[src/rename_params.svh]
`ifndef RENAME_PARAMS_SVH
`define RENAME_PARAMS_SVH

// micro-ops renamed together each cycle
`define RN_WIDTH       2

`define NUM_ARCH_REGS  32
`define NUM_PHYS_REGS  64
`define ROB_DEPTH      16

`define DATA_W         64
`define IMM_W          16
`define PC_W           32

// zero register, never renamed
`define XZR_REG        (`NUM_ARCH_REGS - 1)
// table slot after the gprs holds the flags
`define NZCV_SLOT      `NUM_ARCH_REGS

`endif

[src/rename_pkg.sv]
`include "rename_params.svh"

package rename_pkg;

  typedef logic [$clog2(`NUM_PHYS_REGS)-1:0] phys_tag_t;
  typedef logic [$clog2(`NUM_ARCH_REGS)-1:0] arch_reg_t;
  typedef logic [`DATA_W-1:0]                reg_data_t;
  typedef logic [`PC_W-1:0]                  pc_t;
  typedef logic [`IMM_W-1:0]                 imm_t;

  // tags popped per cycle, 0 up to 3 per lane
  typedef logic [$clog2(3 * `RN_WIDTH + 1)-1:0] take_cnt_t;

  typedef enum logic [3:0] {
    UOP_ADD   = 4'h0,
    UOP_SUB   = 4'h1,
    UOP_AND   = 4'h2,
    UOP_BL    = 4'h3,
    UOP_BCOND = 4'h4,
    UOP_HLT   = 4'h5
  } uopcode_e;

  typedef struct packed {
    uopcode_e  uopcode;
    logic      valb_sel;       // 1 = reg-reg, 0 = reg-imm
    arch_reg_t dst;
    arch_reg_t src1;
    arch_reg_t src2;
    imm_t      imm;
    logic      set_nzcv;
    pc_t       pc;
    logic      predict_taken;
    pc_t       branch_target;
  } uop_t;

  typedef struct packed {
    uop_t      uop;
    pc_t       next_pc;
    phys_tag_t src1_phys;
    phys_tag_t src2_phys;      // immediate tag for reg-imm uops
    phys_tag_t dst_phys;
    phys_tag_t prev_dst_phys;  // freed when this entry retires
    phys_tag_t nzcv_phys;
    phys_tag_t prev_nzcv_phys;
    logic      dst_alloc;
    logic      nzcv_alloc;
  } rob_entry_t;

endpackage

[src/tag_if.sv]
`include "rename_params.svh"

interface tag_if import rename_pkg::*; ();

  // free list side, oldest free tag in slot 0
  phys_tag_t [3*`RN_WIDTH-1:0] heads;
  logic                        avail;    // a full group's worth of tags is free

  take_cnt_t                   take_count;

  // released tags, slot 0 pushed first
  logic [1:0]                  rel_en;
  phys_tag_t [1:0]             rel_tag;

  modport alloc (
    output heads, avail,
    input  take_count, rel_en, rel_tag
  );

  modport renamer (input heads, avail, output take_count);

  modport retirer (output rel_en, rel_tag);

endinterface

[src/rob.sv]
`include "rename_params.svh"

module rob import rename_pkg::*; (
  input  logic                        clk,
  input  logic                        rst_N_in,

  input  rob_entry_t [`RN_WIDTH-1:0]  rob_data,
  input  logic                        rob_valid,
  output logic                        rob_ready,

  input  logic                        commit,
  output logic                        retire_valid,
  output rob_entry_t                  retire_entry,

  tag_if.retirer                      tags
);

  localparam int PTR_W = $clog2(`ROB_DEPTH);

  typedef logic [PTR_W-1:0] ptr_t;
  typedef logic [PTR_W:0]   cnt_t;

  localparam cnt_t DEPTH       = cnt_t'(`ROB_DEPTH);
  localparam cnt_t GROUP_SLOTS = cnt_t'(`RN_WIDTH);
  // one group may already be in flight from the rat
  localparam cnt_t READY_SLOTS = cnt_t'(2 * `RN_WIDTH);

  rob_entry_t q [`ROB_DEPTH];
  ptr_t       head;
  ptr_t       tail;
  cnt_t       count;
  cnt_t       free_slots;
  logic       do_retire;

  assign free_slots   = DEPTH - count;
  assign rob_ready    = free_slots >= READY_SLOTS;
  assign do_retire    = commit && (count != '0);
  assign retire_valid = do_retire;
  assign retire_entry = q[head];

  // superseded mappings go back to the free list
  assign tags.rel_en[0]  = do_retire && retire_entry.dst_alloc;
  assign tags.rel_tag[0] = retire_entry.prev_dst_phys;
  assign tags.rel_en[1]  = do_retire && retire_entry.nzcv_alloc;
  assign tags.rel_tag[1] = retire_entry.prev_nzcv_phys;

  always_ff @(posedge clk) begin
    if (!rst_N_in) begin
      head  <= '0;
      tail  <= '0;
      count <= '0;
    end else begin
      if (rob_valid) begin
        tail <= tail + ptr_t'(`RN_WIDTH);
      end
      if (do_retire) begin
        head <= head + ptr_t'(1);
      end
      count <= count + (rob_valid ? GROUP_SLOTS : '0) - cnt_t'(do_retire);
    end
  end

  always_ff @(posedge clk) begin
    if (rob_valid) begin
      for (int k = 0; k < `RN_WIDTH; k++) begin
        q[tail + ptr_t'(k)] <= rob_data[k];  // whole group at once
      end
    end
  end

  // rat must honour rob_ready with one group of slack
  a_no_overflow: assert property (@(posedge clk) disable iff (!rst_N_in)
    rob_valid |-> free_slots >= GROUP_SLOTS);

endmodule

[src/flat_wrapper.sv]
// flat-port wrapper written by rule: the top's interface ports become plain ports
module rob_flat import rename_pkg::*;
  (clk, rst_N_in, rob_data, rob_valid, rob_ready, commit, retire_valid, retire_entry, tags_rel_en, tags_rel_tag);
  tag_if tags_i ();
  input  logic clk;
  input  logic rst_N_in;
  input  rob_entry_t [`RN_WIDTH-1:0] rob_data;
  input  logic rob_valid;
  output logic rob_ready;
  input  logic commit;
  output logic retire_valid;
  output rob_entry_t retire_entry;
  output wire logic [$bits(tags_i.rel_en)-1:0] tags_rel_en;
  output wire logic [$bits(tags_i.rel_tag)-1:0] tags_rel_tag;
  assign tags_rel_en = tags_i.rel_en;
  assign tags_rel_tag = tags_i.rel_tag;
  rob u_core (.clk(clk), .rst_N_in(rst_N_in), .rob_data(rob_data), .rob_valid(rob_valid), .rob_ready(rob_ready), .commit(commit), .retire_valid(retire_valid), .retire_entry(retire_entry), .tags(tags_i));
endmodule
[config.mk]
export PLATFORM = sky130hd
export DESIGN_NAME = rob_flat
export DESIGN_NICKNAME = d
export VERILOG_FILES = /design/src/rename_pkg.sv /design/src/tag_if.sv /design/src/rob.sv /design/src/flat_wrapper.sv
export VERILOG_INCLUDE_DIRS = /design/src
export SDC_FILE = /design/constraint.sdc
export NUM_CORES = 2
export LEC_CHECK = 0
export BUFFER_PORTS_ARGS = -buffer_cell sky130_fd_sc_hd__buf_2
export CAP_MARGIN = 20
export CORE_MARGIN = 5
export CORE_UTILIZATION = 27
export DETAILED_ROUTE_END_ITERATION = 6
export MAX_ROUTING_LAYER = met4
export PLACE_DENSITY = 0.54
export SLEW_MARGIN = 10
export SYNTH_ARGS = -nofsm -noshare
export SYNTH_HDL_FRONTEND = slang
export SYNTH_SLANG_ARGS = --single-unit
[constraint.sdc]
create_clock -name clk -period 34.6 [get_ports clk]
set_input_delay 3.46 -clock clk [delete_from_list [all_inputs] [get_ports clk]]
set_output_delay 3.46 -clock clk [all_outputs]
set_load 0.01 [all_outputs]
# [After elaboration in Yosys (flattened, before gate mapping)]
# Memories as Yosys holds them, arrays and structs flattened. A register that Yosys moved wholly into a read port is not among the register bits.
# Index checks and enable logic that the tools add are counted.
[word_totals] register_bits=13 latch_bits=0 mem_bits_rw=2752 rom_bits=0 inputBits=348 out_inout_bits=188 wordCells=20 n_memories=1
[memory_table] name="u_core.q" depth=16 width=172 rd=1 rd_clocked_by_memory_dff=1 write_ports=2 line_no="rob.sv:28" source="rob_entry_t q [`ROB_DEPTH];"
[classes] n_addsub=6 mul=0 n_div=0 magnitude_cmp=1 n_eq_ne=0 n_shift=0 mux=5 bitwise_logic=0 reduce_logical=4
[op_table] operator="adder 4 x 1 -> 4 bit, second input constant" n=2
[op_table] operator="2-to-1 mux 4 bit" n=2
[op_table] operator="adder 5 bit" n=1
[op_table] operator="greater-or-equal comparator 5 x 3 -> 1 bit, second input constant" n=1
[op_table] operator="nonzero test 5 bit" n=1
[op_table] operator="subtractor 5 x 1 -> 5 bit" n=1
[op_table] operator="subtractor 5 bit, first input constant" n=1
[op_table] operator="adder 4 x 2 -> 4 bit, second input constant" n=1
[op_table] operator="logical AND 1 bit" n=3
[op_table] operator="2-to-1 mux 1 bit" n=2
[op_table] operator="2-to-1 mux 2 bit" n=1

# [Longest topological paths before layout]
[depth] ltp_word=4 ltp_mapped=13 depth_no_buf=13

# [Least setup slack after synthesis]
# No wires, ideal clock.
[synth_path] kind="input-to-reg" from="input rob_valid" to="memory u_core.q[0][0] (netlist bit) (enable)" arrival_ps=26686 required_ps=33128 slack_ps=6442 path_stages=2 path_buffers=0 cell_sequence="nand2b_1 -> nor3_1"
[synth_rtl] item="from (decl)" line_no="flat_wrapper.sv:8" source="input logic rob_valid;"
[synth_rtl] item="to (decl)" line_no="rob.sv:28"

==> results by stage <==
Outcome:
- The run finished with clean final reports.

Place:
- The worst-case setup slack after placement is 23.11 ns.
- The weighted congestion reported at the end of routability-driven placement is 0.729.
- The HPWL after detailed placement is 142000 µm.
- Input and output buffers added on the ports amount to 535.

Clocking:
- The number of setup buffers added after CTS is 0.
- In this run, CTS created clock tree buffers numbering 306.
- The clock passes through at most 4 buffers.
- The total number of clock tree sinks is 2768.
- After clock tree synthesis, the clock-pin slew on the worst setup and hold paths is 0.05 ns.
- The cell sitting at the root of the clock tree is a sky130_fd_sc_hd__clkbuf_16.
- TritonCTS built the clock tree.
- The post-cts repair resize count is 0.
- The clock latency at the later pin of the worst-skew pair is 0.89 ns.
- The H-tree was split into 5 levels.
- The number of buffers inserted by hold repair at cts is 0.

Detailed routing:
- For this run, design rule violations remaining after detail routing come to 0.
- Before antenna repair, the detailed router went through 7 iterations.
- The number of vias after detailed routing is 47692.
- Summed over all layers, the routed wires come to 248000 µm.
- The ratio of routed vias to standard cells is 4.61.
- The number of DRC markers in iteration 0 is 3611.
- The average detailed-routed wire length per instance is 24.0 µm.
- The post-detailed-route count of antenna-violating nets is 0.

Yosys:
- Yosys attributes the largest share of cell area to sky130_fd_sc_hd__edfxtp_1 (80%), sky130_fd_sc_hd__mux4_2 (15%), sky130_fd_sc_hd__a22oi_1 (1.9%).
- The mean instance size in the synthesized netlist is 24.0 µm².
- Yosys mapped the design onto 31 distinct sky130hd cell types.
- Counting flops and latches in the post-synthesis netlist gives 2768.
- The Yosys warning count is 0.
- Synthesis produced a netlist with a net count of 4665.
- The number of enable flip-flop cells after synthesis is 2752.
- The share of the synthesized area in the top cell type is 79.9%.
- In the synthesized netlist the dominant register cell turns out to be sky130_fd_sc_hd__edfxtp_1.
- The share of synthesized registers carrying an async set or reset is 0%.
- Of all cell types, the one taking the most synthesized area is sky130_fd_sc_hd__edfxtp_1.
- The cell area after technology mapping is 103000 µm².
- The share of the yosys chip area belonging to registers is 80.2%.
- The synthesized instance count is 4307.

Cells and area:
- After filler insertion, the fill cell instance count of the layout stands at 36009.
- The area occupied by multi-input gates is 19300 µm².
- In the final layout, the share of cells above drive strength 1 is 33.3%.
- The combined flip-flop and latch cell area is 83000 µm².
- In the layout the commonest cells are sky130_fd_sc_hd__edfxtp_1 (2752), sky130_fd_sc_hd__mux4_2 (688), sky130_fd_sc_hd__buf_2 (535), sky130_fd_sc_hd__clkbuf_16 (306), sky130_fd_sc_hd__a22oi_1 (262).
- Leaving out fill and tap cells, the most frequent cell in the layout is sky130_fd_sc_hd__edfxtp_1.
- Compared with the post-synthesis result, the final layout area differs by 17.9%.
- The number of nets in the finished design is 5361.

GRT:
- The first global-routing pass estimated 362000 µm of wire.
- The total congestion overflow after global routing is 0.
- The number of global-route vias before repair came to 50944.
- The total routing resource utilization after global routing is 12.6%.
- The maximum number of pins on one net before global-route repair is 132.
- The number of antenna violations at the first check in global routing is 115.

Worst setup path:
- The critical path is of the flip-flop to output port type.
- The critical path startpoint category is a flip-flop.
- STA classifies the critical path endpoint as an output port.
- The required time reported for the critical path endpoint is 31.14 ns.
- The data arrival at the endpoint of the critical path is 8.41 ns.
- The biggest fanout along the worst timing path is 46.

Floorplanning:
- The die outline area is 396000 µm².
- The floorplan has 227 rows.
- The initial utilization of the core area, before any placement, comes to 27.1%.
- The die is 629 µm wide.
- In this run the count of I/O pins placed on the die edge is 536.
- The y dimension of the die is 629 µm.
- The area inside the core boundary is 382000 µm².

STA:
- For the pin with the worst max-slew slack, the measured transition is 1.09 ns.
- Based on the critical path, the design can be clocked at up to 84.2 MHz.
- The routed design could run at a clock period as short as 11.87 ns.
- The final worst-path cycle share is 34.3%.
- The sum of negative setup slack is 0 ns.
- The worst path meets setup with 22.73 ns of slack.
- The number of max-slew violations in the final report is 0.
- The worst slack on hold paths is 0.505 ns.
- Setup repair after global routing left no endpoint under its margin.
- The number of hold violations in the final report is 0.
- The worst slew margin relative to its limit is 27.4%.
- Across the routed clock network, the largest skew measured is 0.0420 ns.
- Setup violations remaining at the end of the flow were counted as 0.

Min path:
- The type of the worst min-delay path is flip-flop to flip-flop.

Power:
- Power spread over the standard cell area amounts to 67.2 nW/µm².
- The worst-case IR drop observed on VDD is 0.0000416 V.
- The leakage power of the design is 0.0378 µW.

Flow run:
- Max-cap violations in this run came to 0.
==> where the power goes <==
part | internal, µW | total [µW] | switching [µW]
Combinational | 610 | 1290 | 682
Sequential | 3760 | 3800 | 31.4
Clock | 1790 | 3110 | 1320
Total | 6160 | 8200 | 2040
==> cells by family (layout without fill, tap and decap cells) <==
group,after synthesis,after routing,share of synthesized area (%)
fa+ha+maj,10,10,0.128
flops,2768,2768,80.2
other cells,0,78,0
buf+inv,255,1187,1.31
xor+xnor,6,6,0.0508
compound gates,351,351,2.44
mux,690,690,15.0
simple gates,227,227,0.909
==> metrics by stage <==
| stage | std cells | instance area (µm²) | utilization (%) | total power, µW |
|---|---|---|---|---|
| 6_report | 10355 | 122000 | 31.9 | 8200 |
| 3_3_place_gp | 9732 | 112000 | 29.4 | 5190 |
| 5_1_grt | 10332 | 122000 | 31.9 | 8560 |
| 2_1_floorplan | 4307 | 103000 | - | 4850 |
| 4_1_cts | 10277 | 122000 | 31.9 | 8340 |
| 3_5_place_dp | 9733 | 112000 | 29.4 | 5210 |
==> cell usage after synthesis (11+ instances only) <==
cell	number
sky130_fd_sc_hd__buf_6	31
sky130_fd_sc_hd__inv_1	11
sky130_fd_sc_hd__nand2_1	141
sky130_fd_sc_hd__mux4_2	688
sky130_fd_sc_hd__nor2_1	49
sky130_fd_sc_hd__dfxtp_1	16
sky130_fd_sc_hd__a22oi_1	262
sky130_fd_sc_hd__buf_4	26
sky130_fd_sc_hd__buf_2	53
sky130_fd_sc_hd__edfxtp_1	2752
sky130_fd_sc_hd__clkbuf_1	99
sky130_fd_sc_hd__buf_1	35
sky130_fd_sc_hd__o22ai_1	79
==> worst max-delay path: stages (launching register included) <==
cell,delay [ns]
sky130_fd_sc_hd__dfxtp_4,0.86
sky130_fd_sc_hd__buf_4,0.86
sky130_fd_sc_hd__buf_4,0.83
sky130_fd_sc_hd__buf_4,0.68
sky130_fd_sc_hd__buf_4,0.61
sky130_fd_sc_hd__buf_4,0.76
sky130_fd_sc_hd__buf_4,0.69
sky130_fd_sc_hd__buf_4,0.78
sky130_fd_sc_hd__mux4_2,0.59
sky130_fd_sc_hd__a22oi_1,0.22
sky130_fd_sc_hd__nand2_1,0.16
sky130_fd_sc_hd__buf_2,0.18
==> per-layer routing <==
metal  up-vias  track usage [%]  part of all wire [%]
li1      20105                -                     -
met1     25799             16.0                    41
met2      1358             20.3                    50
met3       430             2.56                   6.1
met4         0             3.89                   2.8
met5         -                -                     0
==> flip-flops by register name, summed over array words and instances, names as in the netlist, named ones only <==
| signal | flops |
|---|---|
| u_core.tail | 3 |
| u_core.q | 2752 |
| u_core.count | 5 |
| u_core.head | 4 |
==> final timing paths <==
| kind | start | end | slack, ns | depth (start not counted) |
|---|---|---|---|---|
| worst max-delay path | flip-flop | retire_entry[109] | 22.73 | 11 |
| worst min-delay path | u_core.tail[1] | u_core.tail[1] | 0.51 | 2 |
| worst max register to register | u_core.tail[1] | u_core.q[8][49] | 29.65 | 6 |
| worst min register to register | u_core.tail[1] | u_core.tail[1] | 0.51 | 2 |
==> cell type report <==
cell class / count / share of cell area (%)
antenna: 78 / 0.160
sequential: 2768 / 68.0
clock buffer: 373 / 6.48
inverter: 11 / 0.0338
clock inverter: 171 / 1.44
tap: 5038 / 5.17
multi-input combinational: 1284 / 15.8
timing repair buffer: 632 / 2.91
Note: power is estimated with default switching activity, not from simulation.
