==> src/rename_params.svh <==
`ifndef RENAME_PARAMS_SVH
`define RENAME_PARAMS_SVH

// micro-ops renamed together each cycle
`define RN_WIDTH       2

`define NUM_ARCH_REGS  32
`define NUM_PHYS_REGS  64
`define ROB_DEPTH      16

`define DATA_W         64
`define IMM_W          16
`define PC_W           32

// zero register, never renamed
`define XZR_REG        (`NUM_ARCH_REGS - 1)
// table slot after the gprs holds the flags
`define NZCV_SLOT      `NUM_ARCH_REGS

`endif

==> src/rename_pkg.sv <==
`include "rename_params.svh"

package rename_pkg;

  typedef logic [$clog2(`NUM_PHYS_REGS)-1:0] phys_tag_t;
  typedef logic [$clog2(`NUM_ARCH_REGS)-1:0] arch_reg_t;
  typedef logic [`DATA_W-1:0]                reg_data_t;
  typedef logic [`PC_W-1:0]                  pc_t;
  typedef logic [`IMM_W-1:0]                 imm_t;

  // tags popped per cycle, 0 up to 3 per lane
  typedef logic [$clog2(3 * `RN_WIDTH + 1)-1:0] take_cnt_t;

  typedef enum logic [3:0] {
    UOP_ADD   = 4'h0,
    UOP_SUB   = 4'h1,
    UOP_AND   = 4'h2,
    UOP_BL    = 4'h3,
    UOP_BCOND = 4'h4,
    UOP_HLT   = 4'h5
  } uopcode_e;

  typedef struct packed {
    uopcode_e  uopcode;
    logic      valb_sel;       // 1 = reg-reg, 0 = reg-imm
    arch_reg_t dst;
    arch_reg_t src1;
    arch_reg_t src2;
    imm_t      imm;
    logic      set_nzcv;
    pc_t       pc;
    logic      predict_taken;
    pc_t       branch_target;
  } uop_t;

  typedef struct packed {
    uop_t      uop;
    pc_t       next_pc;
    phys_tag_t src1_phys;
    phys_tag_t src2_phys;      // immediate tag for reg-imm uops
    phys_tag_t dst_phys;
    phys_tag_t prev_dst_phys;  // freed when this entry retires
    phys_tag_t nzcv_phys;
    phys_tag_t prev_nzcv_phys;
    logic      dst_alloc;
    logic      nzcv_alloc;
  } rob_entry_t;

endpackage

==> src/tag_if.sv <==
`include "rename_params.svh"

interface tag_if import rename_pkg::*; ();

  // free list side, oldest free tag in slot 0
  phys_tag_t [3*`RN_WIDTH-1:0] heads;
  logic                        avail;    // a full group's worth of tags is free

  take_cnt_t                   take_count;

  // released tags, slot 0 pushed first
  logic [1:0]                  rel_en;
  phys_tag_t [1:0]             rel_tag;

  modport alloc (
    output heads, avail,
    input  take_count, rel_en, rel_tag
  );

  modport renamer (input heads, avail, output take_count);

  modport retirer (output rel_en, rel_tag);

endinterface

==> src/rat.sv <==
`include "rename_params.svh"

module rat import rename_pkg::*; (
  input  logic                        clk,
  input  logic                        rst_N_in,

  input  logic                        in_valid,
  input  uop_t       [`RN_WIDTH-1:0]  in_uops,
  output logic                        in_accept,

  tag_if.renamer                      tags,

  output rob_entry_t [`RN_WIDTH-1:0]  rob_data,
  output logic                        rob_valid,
  input  logic                        rob_ready,

  output logic       [`RN_WIDTH-1:0]  wr_en,
  output phys_tag_t  [`RN_WIDTH-1:0]  wr_tag,
  output reg_data_t  [`RN_WIDTH-1:0]  wr_data
);

  phys_tag_t  [`NUM_ARCH_REGS:0] map_q;  // last slot is nzcv
  phys_tag_t  [`NUM_ARCH_REGS:0] map_d;
  rob_entry_t [`RN_WIDTH-1:0]    ent_d;
  logic       [`RN_WIDTH-1:0]    imm_en_d;
  phys_tag_t  [`RN_WIDTH-1:0]    imm_tag_d;
  reg_data_t  [`RN_WIDTH-1:0]    imm_data_d;
  take_cnt_t                     used;
  logic                          fire;

  assign fire            = in_valid && tags.avail && rob_ready;
  assign in_accept       = fire;
  assign tags.take_count = fire ? used : '0;

  // lanes renamed in order, map_d carries earlier lanes' updates forward
  always_comb begin
    uop_t u;
    logic need_dst;
    logic need_imm;
    logic taken_br;

    map_d = map_q;
    used  = '0;
    for (int l = 0; l < `RN_WIDTH; l++) begin
      u        = in_uops[l];
      need_dst = (u.dst != arch_reg_t'(`XZR_REG)) && (u.uopcode != UOP_HLT);
      need_imm = !u.valb_sel && (u.uopcode != UOP_HLT);
      taken_br = (u.uopcode == UOP_BL || u.uopcode == UOP_BCOND) && u.predict_taken;

      ent_d[l]           = '0;
      ent_d[l].uop       = u;
      ent_d[l].next_pc   = taken_br ? u.branch_target : u.pc + pc_t'(4);
      ent_d[l].src1_phys = map_d[u.src1];
      ent_d[l].src2_phys = map_d[u.src2];

      // without a new tag dst keeps its current mapping
      ent_d[l].prev_dst_phys = map_d[u.dst];
      ent_d[l].dst_phys      = map_d[u.dst];
      if (need_dst) begin
        ent_d[l].dst_phys = tags.heads[used];
        used              = used + take_cnt_t'(1);
      end

      imm_en_d[l]   = need_imm;
      imm_tag_d[l]  = '0;
      imm_data_d[l] = reg_data_t'(u.imm);  // zero extend
      if (need_imm) begin
        imm_tag_d[l]       = tags.heads[used];
        ent_d[l].src2_phys = tags.heads[used];
        used               = used + take_cnt_t'(1);
      end

      ent_d[l].prev_nzcv_phys = map_d[`NZCV_SLOT];
      ent_d[l].nzcv_phys      = map_d[`NZCV_SLOT];
      if (u.set_nzcv) begin
        ent_d[l].nzcv_phys = tags.heads[used];
        used               = used + take_cnt_t'(1);
      end

      ent_d[l].dst_alloc  = need_dst;
      ent_d[l].nzcv_alloc = u.set_nzcv;

      // visible to later lanes of this group
      if (need_dst) begin
        map_d[u.dst] = ent_d[l].dst_phys;
      end
      if (u.set_nzcv) begin
        map_d[`NZCV_SLOT] = ent_d[l].nzcv_phys;
      end
    end
  end

  always_ff @(posedge clk) begin
    if (!rst_N_in) begin
      // identity map, flags land on tag 32
      for (int i = 0; i <= `NUM_ARCH_REGS; i++) begin
        map_q[i] <= phys_tag_t'(i);
      end
      rob_valid <= 1'b0;
      wr_en     <= '0;
    end else begin
      rob_valid <= fire;
      wr_en     <= fire ? imm_en_d : '0;
      if (fire) begin
        map_q <= map_d;
      end
    end
  end

  // group payload, qualified by rob_valid / wr_en
  always_ff @(posedge clk) begin
    if (fire) begin
      rob_data <= ent_d;
      wr_tag   <= imm_tag_d;
      wr_data  <= imm_data_d;
    end
  end

  a_take_bound: assert property (@(posedge clk) disable iff (!rst_N_in)
    tags.take_count <= take_cnt_t'(3 * `RN_WIDTH));

  // every group sent to the rob was renamed while the free list had room
  a_fire_had_tags: assert property (@(posedge clk) disable iff (!rst_N_in)
    rob_valid |-> $past(tags.avail));

endmodule

==> src/flat_wrapper.sv <==
// flat-port wrapper written by rule: the top's interface ports become plain ports
module rat_flat import rename_pkg::*;
  (clk, rst_N_in, in_valid, in_uops, in_accept, rob_data, rob_valid, rob_ready, wr_en, wr_tag, wr_data, tags_heads, tags_avail, tags_take_count);
  tag_if tags_i ();
  input  logic clk;
  input  logic rst_N_in;
  input  logic in_valid;
  input  uop_t       [`RN_WIDTH-1:0] in_uops;
  output logic in_accept;
  output rob_entry_t [`RN_WIDTH-1:0] rob_data;
  output logic rob_valid;
  input  logic rob_ready;
  output logic       [`RN_WIDTH-1:0] wr_en;
  output phys_tag_t  [`RN_WIDTH-1:0] wr_tag;
  output reg_data_t  [`RN_WIDTH-1:0] wr_data;
  input wire logic [$bits(tags_i.heads)-1:0] tags_heads;
  input wire logic [$bits(tags_i.avail)-1:0] tags_avail;
  output wire logic [$bits(tags_i.take_count)-1:0] tags_take_count;
  assign tags_i.heads = tags_heads;
  assign tags_i.avail = tags_avail;
  assign tags_take_count = tags_i.take_count;
  rat u_core (.clk(clk), .rst_N_in(rst_N_in), .in_valid(in_valid), .in_uops(in_uops), .in_accept(in_accept), .tags(tags_i), .rob_data(rob_data), .rob_valid(rob_valid), .rob_ready(rob_ready), .wr_en(wr_en), .wr_tag(wr_tag), .wr_data(wr_data));
endmodule
==> config.mk <==
export PLATFORM = sky130hd
export DESIGN_NAME = rat_flat
export DESIGN_NICKNAME = d
export VERILOG_FILES = /design/src/rename_pkg.sv /design/src/tag_if.sv /design/src/rat.sv /design/src/flat_wrapper.sv
export VERILOG_INCLUDE_DIRS = /design/src
export SDC_FILE = /design/constraint.sdc
export NUM_CORES = 2
export LEC_CHECK = 0
export ABC_CLOCK_PERIOD_IN_PS = 10550
export BUFFER_PORTS_ARGS = -buffer_cell sky130_fd_sc_hd__buf_2
export CELL_PAD_IN_SITES_DETAIL_PLACEMENT = 1
export CELL_PAD_IN_SITES_GLOBAL_PLACEMENT = 1
export CORE_MARGIN = 2
export CORE_UTILIZATION = 25
export DETAILED_ROUTE_END_ITERATION = 10
export PLACE_DENSITY = 0.5
export SLEW_MARGIN = 15
export SYNTH_ARGS = -nofsm -noshare
export SYNTH_HDL_FRONTEND = slang
export SYNTH_SLANG_ARGS = --single-unit
==> constraint.sdc <==
create_clock -name clk -period 10.55 [get_ports clk]
set_clock_uncertainty 0.15 [all_clocks]
set_input_delay 0 -clock clk [delete_from_list [all_inputs] [get_ports clk]]
set_output_delay 0 -clock clk [all_outputs]
set_load 0.1 [all_outputs]
# Yosys cells after proc, flatten, opt, wreduce, memory -nomap -nowiden
# Index checks and enable logic that the tools add are counted.
# op_classes
n_addsub,7
magnitude_cmp,13
n_eq_ne,8
mux,47
n_reduce_logical,15
# ops
operator,n
198-bit bitwise mux,2
198-bit 2-to-1 mux,2
6-bit binary-select mux with 5-bit select,6
6-bit 2-to-1 mux,21
6-bit binary-select mux with 3-bit select,5
"32-bit by 3-bit adder with 32-bit output, second input constant",2
32-bit 2-to-1 mux,2
6-bit demux with 5-bit select,2
"5-bit by 7-bit less-than comparator with 1-bit output, second input constant",6
3-bit 2-to-1 mux,6
"3-bit by 4-bit less-than comparator with 1-bit output, second input constant",4
"3-bit by 1-bit adder with 3-bit output, second input constant",4
"5-bit by 1-bit greater-or-equal comparator with 1-bit output, second input constant",2
1-bit logical AND,10
"5-bit != test, second input constant",2
"4-bit by 2-bit == test with 1-bit output, second input constant",2
"4-bit by 3-bit == test with 1-bit output, second input constant",2
"4-bit by 3-bit != test with 1-bit output, second input constant",2
"1-bit by 4-bit less-than comparator with 1-bit output, second input constant",1
"1-bit by 1-bit adder with 2-bit output, second input constant",1
1-bit zero test,2
1-bit logical OR,2
2-bit AND reduction,1
1-bit 2-to-1 mux,1
# totals
regBits,555
inputBits,245
elab_cells,163

# Longest topological paths before layout
# logic_depth
depth_word,15
mapped_depth,21

# Worst setup path after synthesis
# Ideal clock, no wire load.
# synth_timing
path_kind,input port to flip-flop
from,in rob_ready
to,reg u_core.rob_data[100] (netlist name)
setup_time_ps,889
arrival_time_ps,10932
required_ps,9511
slack_ps,-1421
path_stages,4
n_path_buf,2
path_cell_list,nand3_1 -> inv_1 -> clkbuf_1 -> clkbuf_1
# synth_via
elab_chain_cells,1
# synth_rtl
element,line,text
from (decl),flat_wrapper.sv:12,input logic rob_ready;
1-bit logical AND,rat.sv:31,assign fire = in_valid && tags.avail && rob_ready;
via in_accept,flat_wrapper.sv:9,output logic in_accept;
# The timed path passes the listed nets, and every way through them passes these cells.
# A chain may end at the register's enable or synchronous reset.

==> flow_summary.ini <==
[routing]
wl_per_cell_um = 37.45
first_pass_iters = 5
dr_wl_met2_um = 110200
drt-met1-wl_um = 88460
wirelength_um = 245200
top_layer = met5
drc_errors = 0
vias = 37580
final_antenna_net_count = 0
drt-initial-drc-count = 4253
via_per_inst = 5.739
dr_wl_met3_um = 21150

[power_and_ir_drop]
power.density_nw_per_um2 = 146.9
cellLeakagePower_nw = 18.28
vdd_drop_max_mv = 0.1380

[placement]
port_buffers = 639
gp_congestion = 1.011
hpwlAfterDp_um = 180300
dp_worst_setup_slack_ns = 4.813
dp.cells = 5979
dpl_cell_area_sq_um = 40910

[sta]
fin_crit_sh_pct = 64.14
rsz0062_at_grt = false
maxSlewViolCount = 0
fin_ws_ns = 3.783
whs_ns = -0.001443
timing.slew.headroom_pct = 10.67
period_needed_ns = 6.767
finalHoldViolations = 1
fmax_mhz = 147.8
fin_tns_setup_ns = 0
tightestPinTransition_ns = 1.303
setup_viol = 0

[flow_run]
cap_violations = 0

[yosys]
synth_top_area_cell = edfxtp_1
synth.top_cell.area_share_pct = 29.05
syn_area_sq_um = 35970
yosysMostFrequentCell = nand2_1
synth_cell_types = 95
synth-seq-cells = 549
syn_avg_cell_area_sq_um = 9.924
synthTopCellsByCount = 498 x nand2_1, 348 x edfxtp_1, 270 x mux2i_1, 242 x nor2_1, 235 x a21oi_1
ys.flop_type = edfxtp_1
synth-async-reset-ratio_pct = 0
synth_area_leaders = edfxtp_1 29%, dfxtp_1 11%, mux4_2 11%, mux2i_1 7.5%, nand2_1 5.2%
syn_inst = 3625
yosysSeqAreaShare_pct = 40.23
ys_warn_count = 0
synth-edff-count = 348

[run_status]
status = finished, violations left
violations = hold timing

[worst_setup_path]
cpMaxStageDelayCell = inv_1
crit_type = in -> reg
critPathCaptureType = flop
max_stage_delay_ns = 0.66
reg2reg_slack_ns = 7.17
path_max_fanout = 40
crit_chain = dlygate4sd3_1 -> buf_2 -> and4bb_2 -> buf_4 -> a21oi_1 -> inv_1 -> ha_1 -> xnor2_4 -> inv_1 -> ha_1 -> o2111ai_1 -> o2111ai_1 -> a2bb2oi_2 -> mux4_2 -> dlygate4sd3_1 -> a21oi_1 -> dlygate4sd3_1 -> nor2_1
critPathCapture = u_core.rob_data[185]
r2r_end = u_core.rob_data[193]
critical_path_arrival_ns = 7.03
cp_top_family = buffers and inverters
required_ns = 10.82
crit_cells = 18
startpoint = in_uops[99]
path_buf_inv = 7
regToRegStartpoint = u_core.map_q[13]
r2r_cells = 7
critPathMostFrequentCell = dlygate4sd3_1
cp-start-kind = primary input

[clock_tree]
cts_max_path_buffers = 3
clk_root_buffer_cell = clkbuf_16
numCtsBuffers = 73
cts_htree_levels = 3
postCtsHoldBufs = 423
clk_latency_ns = 0.72
cts_tree = done
clk_pin_slew_ns = 0.06
cts.sinks = 549
cts_resized = 0
cts_setup_buffers = 0

[die]
start_util_pct = 25.10
fp.dieW_um = 383.3
boundaryPins = 736
die_h_um = 383.3
core_sq_um = 143300
dieArea_sq_um = 147000
rows = 139

[global_route]
grt_pass1_vias = 36710
antenna_found_initial = 22
grt_pass1_wl_um = 325500
grt.total_usage_pct = 32.22
grt_max_degree = 148
grt_overflow = 0

[finish]
instances_no_fill = 6547
syn_to_final_growth_pct = 32.30
fin_area_sq_um = 47600
nets = 4825
drive_above_1_share_pct = 25.84

[hold_path]
hp-class = in -> reg
[worst min path at each step]
stage | startpoint | to | depth (start not counted)
after floorplan | in_uops[30] | u_core.rob_data[100] | 0
after global placement | in_uops[75] | u_core.rob_data[145] | 1
after detailed placement | in_uops[172] | u_core.rob_data[312] | 1
after CTS | in_uops[199] | u_core.rob_data[339] | 2
after global routing | in_uops[147] | u_core.rob_data[287] | 2
final | tags_heads[29] | u_core.ent_d[7] | 5
[kinds of logic after synthesis]
family | count (synthesis) | synth area share [%]
xor+xnor | 64 | 1.736
mux | 523 | 20.82
compound gates | 872 | 15.84
buf+inv | 479 | 6.608
other cells | 1 | 0.01042
simple gates | 1131 | 14.55
flops | 549 | 40.23
fa+ha+maj | 6 | 0.2087
[per-layer routing]
layer | GRT usage (%) | vias up
met1 | 37.04 | 18940
met5 | 0 | -
li1 | - | 15450
met3 | 7.267 | 693
met4 | 27.94 | 10
met2 | 50.63 | 2484
[through the flow]
step	total power, mW	utilization, %
floorplan	3.725	-
finish	6.990	33.21
global placement	4.272	28.55
CTS	6.989	33.18
detailed placement	4.274	28.55
global route	7.157	33.20
[sequential cells by signal, indices dropped and copies added, names as in the netlist]
register	cells
u_core.ent_d	6
u_core.map_q	192
u_core.rob_data	336
u_core.rob_valid	1
u_core.wr_en	2
u_core.wr_tag	12
[final cells by class]
type	count	area (sq um)
inverters	56	217.7
diodes	11	27.53
clock buffers	108	2058
fillers	16320	95710
repair buffers	1202	8532
multi-input cells	2692	19570
flip-flops and latches	549	14470
clock inverters	26	332.8
well taps	1903	2381
[where the power goes]
| part | switching [mW] | internal (mW) | total, mW |
|---|---|---|---|
| Combinational | 1.48 | 0.485 | 1.97 |
| Sequential | 0.0625 | 2.38 | 2.44 |
| Clock | 1.13 | 1.44 | 2.58 |
| Total | 2.68 | 4.31 | 6.99 |
[placed cells by master (no fill, tap or decap), types with 31 or more instances in the layout]
cell           synthesis  routed
dfxtp_1              201     201
mux2i_1              270     269
o211ai_1             146     146
mux2_2                81      81
a211oi_1              43      41
clkbuf_16              0      73
inv_1                 51      49
nor2_1               242     241
nand2b_1              31      31
xor2_1                33      33
o21ai_0              147     146
buf_2                 22     635
conb_1                 1      96
edfxtp_1             348     348
o22ai_1               79      79
dlygate4sd3_1          0     422
a21oi_1              235     235
mux4_2               172     172
nand2_1              498     498
nand3_1              131     130
and3_1                46      46
buf_4                141     141
[worst min-delay path, cell delays in order]
cell and delay, ns:
buf_2 0.15, mux2i_1 0.15, o31ai_1 0.08, a21oi_1 0.21, o311ai_0 0.15
Power figures use the tool's default switching activity.
